### src/design/game_settings.svh
`ifndef GAME_SETTINGS_SVH
`define GAME_SETTINGS_SVH

// frame buffer geometry
`define SCREEN_W        160
`define SCREEN_H        120
`define SKY_ROWS        60    // rows above the ground line

// left column of each hole
`define MOLE_X_0        19
`define MOLE_X_1        43
`define MOLE_X_2        67
`define MOLE_X_3        91

`define MOLE_Y_START    59    // hidden top row
`define MOLE_Y_END      51    // fully raised top row
`define HAMMER_Y        47    // top row of hammer and erase areas

`define MOLE_SIZE       8
`define HAMMER_SIZE     4
`define ERASE_ROWS      20

// pop-up patterns, msb first, 1 sends the mole up
`define SEQ_0           24'b110000111100101100110000
`define SEQ_1           24'b110011000110011110110011
`define SEQ_2           24'b000110011011000111001100
`define SEQ_3           24'b001101100110110011011011

`define TICK_CYCLES_DEFAULT 833333  // one tick per 60 Hz frame at 50 MHz

`endif

### src/design/game_pkg.sv
package game_pkg;

    // round sequencer states
    typedef enum logic [3:0] {
        st_boot,
        st_issue,       // draw_req high, waiting for ack
        st_release,     // draw_req low, waiting for ack to drop
        st_idle,        // wait for go
        st_frame,       // frame wait
        st_update       // one-cycle game update
    } ctrl_state_t;

    typedef enum logic [1:0] {
        op_clear,
        op_mole,
        op_hammer,
        op_erase
    } draw_op_t;

    typedef logic [1:0] slot_t;
    typedef logic [1:0] difficulty_t;  // 0 slow, 1 medium, 2 fast, 3 as slow
    typedef logic [7:0] score_t;

endpackage

### src/design/pixel_pkg.sv
package pixel_pkg;

    typedef logic [7:0] x_coord_t;   // 0..159
    typedef logic [6:0] y_coord_t;   // 0..119
    typedef logic [2:0] colour_t;    // {r, g, b}

    localparam colour_t white  = 3'b111;
    localparam colour_t yellow = 3'b110;
    localparam colour_t red    = 3'b100;
    localparam colour_t cyan   = 3'b011;
    localparam colour_t black  = 3'b000;

endpackage

### src/design/frame_timer.sv
`timescale 1ns/1ps
`include "game_settings.svh"

module frame_timer import game_pkg::*; #(
    parameter int tick_cycles = `TICK_CYCLES_DEFAULT
) (
    input  logic        clk,
    input  logic        resetn,
    input  logic        frame_run,
    input  difficulty_t difficulty,
    output logic        frame_done
);

    localparam int pre_w = $clog2(tick_cycles + 1);

    logic [pre_w-1:0] pre_cnt;
    logic [3:0]       tick_cnt;
    logic [3:0]       frame_count;
    logic             tick;

    always_comb begin
        case (difficulty)
            2'd1:    frame_count = 4'd10;
            2'd2:    frame_count = 4'd5;
            default: frame_count = 4'd15;
        endcase
    end

    assign tick = (pre_cnt == pre_w'(tick_cycles - 1));

    always_ff @(posedge clk or negedge resetn) begin
        if (!resetn) begin
            pre_cnt    <= '0;
            tick_cnt   <= '0;
            frame_done <= 1'b0;
        end else if (!frame_run) begin
            pre_cnt    <= '0;
            tick_cnt   <= '0;
            frame_done <= 1'b0;
        end else begin
            frame_done <= tick && (tick_cnt == frame_count - 4'd1);
            if (tick) begin
                pre_cnt <= '0;
                if (tick_cnt != frame_count) begin
                    tick_cnt <= tick_cnt + 4'd1;  // saturates, single done pulse
                end
            end else begin
                pre_cnt <= pre_cnt + 1'b1;
            end
        end
    end

endmodule

### src/design/game_control.sv
`timescale 1ns/1ps

module game_control import game_pkg::*; (
    input  logic     clk,
    input  logic     resetn,
    input  logic     go,
    input  logic     draw_ack,
    input  logic     frame_done,
    output logic     draw_req,
    output draw_op_t draw_op,
    output slot_t    draw_slot,
    output logic     update,
    output logic     frame_run
);

    ctrl_state_t state;

    assign draw_req  = (state == st_issue);
    assign update    = (state == st_update);
    assign frame_run = (state == st_frame);

    always_ff @(posedge clk or negedge resetn) begin
        if (!resetn) begin
            state     <= st_boot;
            draw_op   <= op_clear;  // first command after reset
            draw_slot <= '0;
        end else begin
            case (state)
                st_boot: begin
                    state <= st_issue;
                end
                st_issue: begin
                    if (draw_ack) begin
                        // the last mole's release is spent inside the frame wait
                        if (draw_op == op_mole && draw_slot == 2'd3) begin
                            state <= st_frame;
                        end else begin
                            state <= st_release;
                        end
                    end
                end
                st_release: begin
                    if (!draw_ack) begin
                        if (draw_op == op_clear) begin
                            state <= st_idle;
                        end else if (draw_slot != 2'd3) begin
                            draw_slot <= draw_slot + 2'd1;  // next hole, same shape
                            state     <= st_issue;
                        end else if (draw_op == op_erase) begin
                            state <= st_update;
                        end else begin
                            draw_op   <= op_mole;           // next round
                            draw_slot <= '0;
                            state     <= st_issue;
                        end
                    end
                end
                st_idle: begin
                    if (go) begin
                        draw_op   <= op_mole;
                        draw_slot <= '0;
                        state     <= st_issue;
                    end
                end
                st_frame: begin
                    if (frame_done) begin
                        draw_op   <= op_erase;
                        draw_slot <= '0;
                        state     <= st_issue;
                    end
                end
                st_update: begin
                    draw_op   <= op_hammer;
                    draw_slot <= '0;
                    state     <= st_issue;
                end
                default: begin
                    state <= st_boot;
                end
            endcase
        end
    end

endmodule

### src/design/mole_field.sv
`timescale 1ns/1ps
`include "game_settings.svh"

module mole_field import game_pkg::*; import pixel_pkg::*; (
    input  logic       clk,
    input  logic       resetn,
    input  logic       update,
    input  logic [3:0] whack,
    output y_coord_t   mole_top [4],
    output logic [3:0] hammer_hits,
    output score_t     score
);

    localparam logic [23:0] seq_init [4] = '{`SEQ_0, `SEQ_1, `SEQ_2, `SEQ_3};
    localparam y_coord_t    y_start = y_coord_t'(`MOLE_Y_START);
    localparam y_coord_t    y_end   = y_coord_t'(`MOLE_Y_END);

    logic [23:0] seq [4];
    logic [3:0]  dir;          // 1 = moving up
    logic [3:0]  pend_hammer;  // whacks since last update
    logic [3:0]  pend_hit;     // whacks on a raised mole
    logic [2:0]  hit_count;

    always_comb begin
        hit_count = '0;
        for (int i = 0; i < 4; i++) begin
            hit_count = hit_count + 3'(pend_hit[i]);
        end
    end

    always_ff @(posedge clk or negedge resetn) begin
        if (!resetn) begin
            score       <= '0;
            hammer_hits <= '0;
            pend_hammer <= '0;
            pend_hit    <= '0;
            dir         <= '0;
            for (int i = 0; i < 4; i++) begin
                mole_top[i] <= y_start;
                seq[i]      <= seq_init[i];
            end
        end else if (update) begin
            score       <= score + score_t'(hit_count);
            hammer_hits <= pend_hammer;
            pend_hammer <= '0;
            pend_hit    <= '0;
            for (int i = 0; i < 4; i++) begin
                // new direction, takes effect next update
                if (mole_top[i] == y_start) begin
                    dir[i] <= seq[i][23];
                    seq[i] <= {seq[i][22:0], 1'b0};
                end else if (mole_top[i] == y_end) begin
                    dir[i] <= 1'b0;
                end
                // step with the old direction
                if (dir[i] && mole_top[i] > y_end) begin
                    mole_top[i] <= mole_top[i] - 7'd1;
                end else if (!dir[i] && mole_top[i] < y_start) begin
                    mole_top[i] <= mole_top[i] + 7'd1;
                end
            end
        end else begin
            for (int i = 0; i < 4; i++) begin
                if (whack[i]) begin
                    pend_hammer[i] <= 1'b1;
                    if (mole_top[i] == y_end) begin
                        pend_hit[i] <= 1'b1;
                    end
                end
            end
        end
    end

endmodule

### src/design/mole_game_top.sv
`timescale 1ns/1ps
`include "game_settings.svh"

module mole_game_top import game_pkg::*; import pixel_pkg::*; #(
    parameter int tick_cycles = `TICK_CYCLES_DEFAULT
) (
    input  logic        clk,
    input  logic        resetn,
    input  logic        go,
    input  difficulty_t difficulty,
    input  logic [3:0]  whack,
    output logic        plot,
    output x_coord_t    pix_x,
    output y_coord_t    pix_y,
    output colour_t     pix_colour,
    output score_t      score
);

    logic       draw_req;
    logic       draw_ack;
    draw_op_t   draw_op;
    slot_t      draw_slot;
    logic       update;
    logic       frame_run;
    logic       frame_done;
    y_coord_t   mole_top [4];
    logic [3:0] hammer_hits;

    game_control game_control_i (
        .clk        (clk),
        .resetn     (resetn),
        .go         (go),
        .draw_ack   (draw_ack),
        .frame_done (frame_done),
        .draw_req   (draw_req),
        .draw_op    (draw_op),
        .draw_slot  (draw_slot),
        .update     (update),
        .frame_run  (frame_run)
    );

    sprite_plotter sprite_plotter_i (
        .clk         (clk),
        .resetn      (resetn),
        .draw_req    (draw_req),
        .draw_op     (draw_op),
        .draw_slot   (draw_slot),
        .mole_top    (mole_top),
        .hammer_hits (hammer_hits),
        .draw_ack    (draw_ack),
        .plot        (plot),
        .pix_x       (pix_x),
        .pix_y       (pix_y),
        .pix_colour  (pix_colour)
    );

    mole_field mole_field_i (
        .clk         (clk),
        .resetn      (resetn),
        .update      (update),
        .whack       (whack),
        .mole_top    (mole_top),
        .hammer_hits (hammer_hits),
        .score       (score)
    );

    frame_timer #(
        .tick_cycles (tick_cycles)
    ) frame_timer_i (
        .clk        (clk),
        .resetn     (resetn),
        .frame_run  (frame_run),
        .difficulty (difficulty),
        .frame_done (frame_done)
    );

endmodule

### src/design/sprite_plotter.sv
`timescale 1ns/1ps
`include "game_settings.svh"

module sprite_plotter import game_pkg::*; import pixel_pkg::*; (
    input  logic       clk,
    input  logic       resetn,
    input  logic       draw_req,
    input  draw_op_t   draw_op,
    input  slot_t      draw_slot,
    input  y_coord_t   mole_top [4],
    input  logic [3:0] hammer_hits,
    output logic       draw_ack,
    output logic       plot,
    output x_coord_t   pix_x,
    output y_coord_t   pix_y,
    output colour_t    pix_colour
);

    localparam x_coord_t slot_x [4] = '{
        x_coord_t'(`MOLE_X_0),
        x_coord_t'(`MOLE_X_1),
        x_coord_t'(`MOLE_X_2),
        x_coord_t'(`MOLE_X_3)
    };
    localparam y_coord_t hammer_y  = y_coord_t'(`HAMMER_Y);
    localparam y_coord_t erase_sky = y_coord_t'(`SKY_ROWS - `HAMMER_Y); // sky part of erase

    x_coord_t off_x;
    y_coord_t off_y;
    x_coord_t col_last;
    y_coord_t row_last;
    x_coord_t base_x;
    y_coord_t base_y;
    logic     busy;
    logic     last_pix;

    // shape extent
    always_comb begin
        case (draw_op)
            op_clear: begin
                col_last = x_coord_t'(`SCREEN_W - 1);
                row_last = y_coord_t'(`SCREEN_H - 1);
            end
            op_mole: begin
                col_last = x_coord_t'(`MOLE_SIZE - 1);
                row_last = y_coord_t'(`MOLE_SIZE - 1);
            end
            op_hammer: begin
                col_last = x_coord_t'(`HAMMER_SIZE - 1);
                row_last = y_coord_t'(`HAMMER_SIZE - 1);
            end
            default: begin
                col_last = x_coord_t'(`MOLE_SIZE - 1);
                row_last = y_coord_t'(`ERASE_ROWS - 1);
            end
        endcase
    end

    // shape origin
    always_comb begin
        base_x = (draw_op == op_clear) ? '0 : slot_x[draw_slot];
        case (draw_op)
            op_clear: base_y = '0;
            op_mole:  base_y = mole_top[draw_slot];
            default:  base_y = hammer_y;
        endcase
    end

    assign last_pix = (off_x == col_last) && (off_y == row_last);

    always_ff @(posedge clk or negedge resetn) begin
        if (!resetn) begin
            busy     <= 1'b0;
            draw_ack <= 1'b0;
            off_x    <= '0;
            off_y    <= '0;
        end else if (busy) begin
            if (last_pix) begin
                busy     <= 1'b0;
                draw_ack <= 1'b1;
                off_x    <= '0;
                off_y    <= '0;
            end else if (draw_op == op_clear) begin
                // raster order
                if (off_x == col_last) begin
                    off_x <= '0;
                    off_y <= off_y + 7'd1;
                end else begin
                    off_x <= off_x + 8'd1;
                end
            end else begin
                // column by column, row is the fast index
                if (off_y == row_last) begin
                    off_y <= '0;
                    off_x <= off_x + 8'd1;
                end else begin
                    off_y <= off_y + 7'd1;
                end
            end
        end else if (draw_ack) begin
            if (!draw_req) begin
                draw_ack <= 1'b0;
            end
        end else if (draw_req) begin
            busy <= 1'b1;
        end
    end

    assign plot  = busy;
    assign pix_x = base_x + off_x;
    assign pix_y = base_y + off_y;

    always_comb begin
        case (draw_op)
            op_clear: begin
                pix_colour = (off_y < y_coord_t'(`SKY_ROWS)) ? white : black;
            end
            op_mole: begin
                if (off_y >= 7'd6) begin
                    pix_colour = black;     // shadow rows
                end else if (off_y == 7'd0 && off_x inside {0, 3, 4, 7}) begin
                    pix_colour = white;     // ears
                end else if ((off_y == 7'd2 || off_y == 7'd3) && off_x inside {2, 5}) begin
                    pix_colour = black;     // eyes
                end else if (off_y == 7'd5 && off_x inside {3, 4}) begin
                    pix_colour = red;       // mouth
                end else begin
                    pix_colour = yellow;
                end
            end
            op_hammer: begin
                pix_colour = hammer_hits[draw_slot] ? cyan : black;
            end
            default: begin
                pix_colour = (off_y < erase_sky) ? white : black;
            end
        endcase
    end

endmodule

### config.mk
export PLATFORM = sky130hd
export DESIGN_NAME = mole_game_top
export DESIGN_NICKNAME = d
export VERILOG_FILES = /design/src/design/game_pkg.sv /design/src/design/pixel_pkg.sv /design/src/design/frame_timer.sv /design/src/design/game_control.sv /design/src/design/mole_field.sv /design/src/design/mole_game_top.sv /design/src/design/sprite_plotter.sv
export VERILOG_INCLUDE_DIRS = /design/src /design/src/design
export SDC_FILE = /design/constraint.sdc
export NUM_CORES = 1
export LEC_CHECK = 0
export ABC_AREA = 1
export BUFFER_PORTS_ARGS = -buffer_cell sky130_fd_sc_hd__buf_2
export CAP_MARGIN = 20
export CORE_MARGIN = 2
export CORE_UTILIZATION = 40
export CTS_CLUSTER_DIAMETER = 30
export DETAILED_ROUTE_END_ITERATION = 16
export PLACE_DENSITY = 0.57
export SYNTH_ARGS = -nofsm -noshare
export SYNTH_HDL_FRONTEND = slang
export SYNTH_SLANG_ARGS = --single-unit
### constraint.sdc
create_clock -name clk -period 7.22 [get_ports clk]
set_input_delay 1.444 -clock clk [delete_from_list [all_inputs] [get_ports clk]]
set_output_delay 1.444 -clock clk [all_outputs]
set_load 0.1 [all_outputs]
* Word-level counts from Yosys, hierarchy flattened
Index checks and enable logic that the tools add are counted.
** Storage, ports and cells
- Word-level logic and storage cells :: 273
- Bits in registers :: 192
- Bits of input ports :: 9
- Output and inout port bits :: 27
** Cells by class
- Magnitude comparators :: 13
- Bitwise gates (word level) :: 1
- Multiplexer cells :: 95
- $add $sub $neg :: 20
- Reduce and logical (&&, ||, !) cells :: 67
- Equal/unequal tests :: 45
** Operators by type and width (number)
- 7-bit two-way mux :: 14
- 7-bit by 6-bit equality test with 1-bit output, second input constant :: 8
- 8-bit two-way mux :: 7
- 4-bit two-way mux :: 11
- 20-bit two-way mux :: 2
- 2-bit AND reduction :: 19
- 2-bit nonzero test :: 18
- 7-bit by 1-bit adder with 7-bit output, second input constant :: 5
- 7-bit by 6-bit < comparator with 1-bit output, second input constant :: 5
- 1-bit two-way mux :: 29
- 7-bit by 6-bit > comparator with 1-bit output, second input constant :: 4
- 2-bit two-way mux :: 14
- 7-bit by 1-bit subtractor with 7-bit output, second input constant :: 4
- 8-bit by 3-bit equality test with 1-bit output, second input constant :: 3
- 3-bit two-way mux :: 7
- 7-bit case mux with 3 select lines :: 1
- 20-bit by 1-bit adder with 20-bit output, second input constant :: 1
- 20-bit equality test, second input constant :: 1
- 2-bit inequality test, second input constant :: 10
- 4-bit case mux with 5 select lines :: 1
- 8-bit binary-select mux with 2-bit select :: 1
- 8-bit by 2-bit equality test with 1-bit output, second input constant :: 2
- 2-bit case mux with 4 select lines :: 2
- 8-bit case mux with 2 select lines :: 1
- other kinds (46) :: 71

* Logic depth before layout (Yosys ltp)
- Word-level depth :: 8
- Depth in mapped cells :: 17
- Depth with buffers taken out :: 16

* By module
Synthesis repeated with hierarchy kept, for this count alone.
** Second synthesis, totals
- Cell total of the unflattened synthesis :: 1418
- Area total of the unflattened synthesis :: 11483.5 µm²
** By module, submodules not included
- mole_field :: seq. area each 3641.0 µm², instances 1, cells each 773, area each 7045.5 µm²
- sprite_plotter :: seq. area each 425.4 µm², instances 1, cells each 355, area each 2363.5 µm²
- frame_timer :: seq. area each 625.6 µm², instances 1, cells each 214, area each 1546.5 µm²
- game_control :: seq. area each 175.2 µm², instances 1, cells each 76, area each 528.0 µm²

* Least setup slack after synthesis
No wires, ideal clock.
- Path kind :: register to output
- Start point :: reg game_control_i.draw_slot[0]
- End point :: out pix_y[4]
- Setup slack :: 2.243 ns
- Buffers on the path :: 2
- Data required time :: 5.776 ns
- Cell stages (with the launch flop) :: 12
- Data arrival time :: 3.533 ns
- Path through :: dfrtp_1 -> clkbuf_1 -> clkbuf_1 -> a21oi_1 -> o21ai_0 -> nand3_1 -> nand2_1 -> ha_1 -> inv_1 -> fa_1 -> o21ai_0 -> xor2_1
** Between the ends
- Cells in the longest elaborated chain, start to end :: 6
** Ends and longest elaborated chain
- start: declaration :: line game_control.sv:11 : output slot_t draw_slot,
- start signal: assignment :: line game_control.sv:47 : draw_slot <= draw_slot + 2'd1;
- 2-bit inverter with 3-bit output (implied by the code) :: line sprite_plotter.sv:64 : op_mole: base_y = mole_top[draw_slot];
- 7-bit binary-select mux with 2-bit select :: line sprite_plotter.sv:64
- 7-bit two-way mux (implied by the code) (2 in a row) :: line sprite_plotter.sv:64
- 7-bit case mux with 2 select lines :: line sprite_plotter.sv:62 : case (draw_op)
- 7-bit adder :: line sprite_plotter.sv:111 : assign pix_y = base_y + off_y;
- end: declaration :: line mole_game_top.sv:14 : output y_coord_t pix_y,
No other way between the ends. The select of a mux whose other input is x is not followed.

* Final worst setup path
- Start point :: reg game_control_i.draw_op[0]
- End point :: out pix_y[6]
** Between the ends
- Cells in the longest elaborated chain, start to end :: 3
- Elaborated cells on any way between the ends :: 4
- Those cells by class :: 1 x add/sub; 1 x eq/ne; 1 x mux; 1 x reduce/logical
** Ends and longest elaborated chain
- start: declaration :: line game_control.sv:10 : output draw_op_t draw_op,
- start signal: assignment :: line game_control.sv:25 : draw_op <= op_clear;
- start signal: assignment :: line game_control.sv:52 : draw_op <= op_mole;
- start signal: assignment :: line game_control.sv:60 : draw_op <= op_mole;
- 2-bit by 1-bit equality test with 1-bit output / 2-bit logical NOT (equally long branches) :: line sprite_plotter.sv:62
- 7-bit case mux with 2 select lines (*) :: line sprite_plotter.sv:62
- 7-bit adder (*) :: line sprite_plotter.sv:111
Mark *: on every way between the ends. The rest lies on a longest branch, timed or not.

==> reports/results.ini <==
[worst_setup_path]
worst_path_max_delay_cell=fa_1
critPathKind=flip-flop to output pin
critPathMaxFanout=12
cp.arrival_ns=3.60
crit_top_cell=nand2_1
cp-start-kind=flip-flop
cp_data_required_time_ns=5.78
endpoint_kind=output pin
max_stage_delay_ns=0.43
crit_path_cell_trace=inv_1, ha_1, inv_2, nand2_2, nand2_1, ha_1, inv_1, fa_1, o21ai_0, nand2_1, nand2_1, a21oi_1, inv_1, nand2_1, nand2_1, buf_2

[finish]
drive_gt1_share_pct=18.2
fill_cells=2602
nets=1378
design_area_um2=12100
syn2layout_area_growth_pct=9.72
final_cells=1658

[synthesis]
avgSynthCellArea_um2=8.64
synth_seq_cells=191
syn_inst=1278
syn-num-nets=1353
async_flop_share_pct=100
synth_edf_count=0
yosysTopAreaCell=dfrtp_1
ys.flop_type=dfrtp_1
synth.top_cells.by_area=dfrtp_1 (27%), dfstp_2 (17%), nand2_1 (9.2%)
ys_warn_count=0
ys_types=46
syn_area_um2=11000
seq_area_frac_synth_pct=44.1
synth_top_area_share_pct=27.4
synth.most_common_cell=nand2_1
synth_commonest_cells=nand2_1 (270), inv_1 (156), dfrtp_1 (121)

[floorplanning]
io-pin-count=36
core_area_um2=27000
die_h_um=170
die_x_um=170
die_area_um2=28900
num_rows=60
start_util_pct=40.8

[job]
cap_violations=0

[clock_network]
ctsResizeCount=0
root_buffer=clkbuf_16
clock_sinks=191
htreeDepth=4
cts.path.max_buffers=2
clk_pin_slew_ns=0.08
cts_tree=done
postCtsSetupBuffers=0
hold_buffers=0
clk_latency_ns=0.44
cts_buffers=17

[global_routing]
antenna_found_initial=0
grt_max_degree=70
track_usage_pct=16.1
grt_pass1_vias=7988
grt_overflow=0
grt_pass1_wl_um=38300

[placed_design]
io_buffer_count=35
dpl_cell_area_um2=11500
hpwl_um=15900
dp_cells=1625
gp_congestion=0.877

[sta]
worst-slew-pin-transition_ns=1.01
period_needed_ns=5.04
hold_violations=0
clock_skew_ns=0.0168
fin_tns_setup_ns=0
max-slew-margin-rel_pct=32.3
max_freq_ghz=0.198
finalCritPeriodShare_pct=69.8
rsz0062_at_grt=false
setup-violations-final=0
drv_slew=0

[routing]
drc=0
ant_nets=0
vias_per_cell=4.92
wl_per_cell_um=13.2
drtPass1Iterations=5
initialDrtViolationCount=538
wirelength_um=21900
vias=8159

[power]
p_total_mw=2.08
p_leak_nw=5.88
cellPowerDensity_nw_per_um2=172
ir_drop_mv=0.153

[run_status]
outcome=complete, no violations

[worst_hold_path]
hp-class=flip-flop to flip-flop

## critical path: cells and delay by family, from the launching register on
family / cells / cell delay, ns
fa+ha+maj: 3 / 0.97
simple gates: 6 / 0.49
compound gates: 2 / 0.39
flops: 1 / 0.42
buf+inv: 5 / 0.89
## layout by cell type (no fill, tap or decap), drive strengths merged, types with 31 or more instances in the layout
cell type	netlist	final
o21ai	82	82
ha	58	58
nand3	89	89
nand2	275	275
mux2	60	60
dfstp	70	70
inv	164	173
xor2	37	37
nor2	103	103
dfrtp	121	121
nor3	31	31
buf	23	36
a21oi	73	73
## power breakdown
group / switching (mW) / total (mW) / internal (mW)
Clock: 0.497 / 0.980 / 0.483
Combinational: 0.0227 / 0.0271 / 0.00434
Sequential: 0.0000000000000000502 / 1.07 / 1.07
Total: 0.520 / 2.08 / 1.56
## flip-flops by register name, summed over array words and instances (netlist names)
| signal | count |
|---|---|
| frame_timer_i.frame_done | 1 |
| frame_timer_i.pre_cnt | 20 |
| frame_timer_i.tick_cnt | 4 |
| game_control_i.draw_op | 2 |
| game_control_i.draw_slot | 2 |
| game_control_i.state | 3 |
| mole_field_i.dir | 4 |
| mole_field_i.hammer_hits | 4 |
| mole_field_i.mole_top | 28 |
| mole_field_i.pend_hammer | 4 |
| mole_field_i.pend_hit | 4 |
| mole_field_i.score | 8 |
| mole_field_i.seq | 90 |
| sprite_plotter_i.draw_ack | 1 |
| sprite_plotter_i.off_x | 8 |
| sprite_plotter_i.off_y | 7 |
| sprite_plotter_i.plot | 1 |
## final cells by class
class	instances	area (µm²)	area share, %
multi-input cells	892	5370	44.4
well taps	341	427	3.52
clock buffers	17	425	3.51
inverters	164	616	5.08
repair buffers	37	199	1.64
clock inverters	15	199	1.64
flip-flops and latches	191	4870	40.2
diodes	1	2.50	0.0207
## metrics by stage
stage / utilization, % / worst slack [ns] / hold slack, ns
global placement: 42.5 / 2.76 / 0.441
detailed placement: 42.5 / 2.64 / 0.443
finish: 44.8 / 2.18 / 0.454
global route: 44.8 / 1.87 / 0.472
floorplan: - / 2.24 / 0.431
CTS: 44.8 / 2.14 / 0.457
## layer usage
layer | GRT usage (%) | vias up | part of all wire [%]
met5 | 0 | - | 0
met4 | 3.86 | 0 | 1.0
met3 | 2.70 | 16 | 2.3
met2 | 26.4 | 85 | 47
met1 | 22.3 | 3846 | 50
li1 | - | 4212 | -
## cell families (layout without fill, tap and decap cells)
family                     after synthesis  after routing  share of synthesized area (%)
xor gates and xnor gates                63             63                           5.00
and+or+nand+nor                        529            529                           20.9
muxes                                   60             60                           6.12
AOI/OAI and AO/OA                      174            174                           8.68
buffers and inverters                  195            233                           7.21
adders and majority gates               66             66                           8.03
other                                    0              1                              0
DFF                                    191            191                           44.1
## worst paths after layout
path / end / slack (ns) / depth (start not counted) / from
setup / recovery: pix_y[6] / 2.18 / 16 / game_control_i.draw_op[0]
hold / removal: mole_field_i.seq[26] / 0.45 / 2 / mole_field_i.seq[26]
setup reg to reg: mole_field_i.seq[42] / 4.55 / 5 / game_control_i.state[1]
hold reg to reg: mole_field_i.seq[26] / 0.45 / 2 / mole_field_i.seq[26]
max in group asynchronous: mole_field_i.seq[41] / 5.03 / 2 / resetn
min in group asynchronous: frame_timer_i.pre_cnt[4] / 0.96 / 1 / resetn
Note: power is estimated with default switching activity, not from simulation.
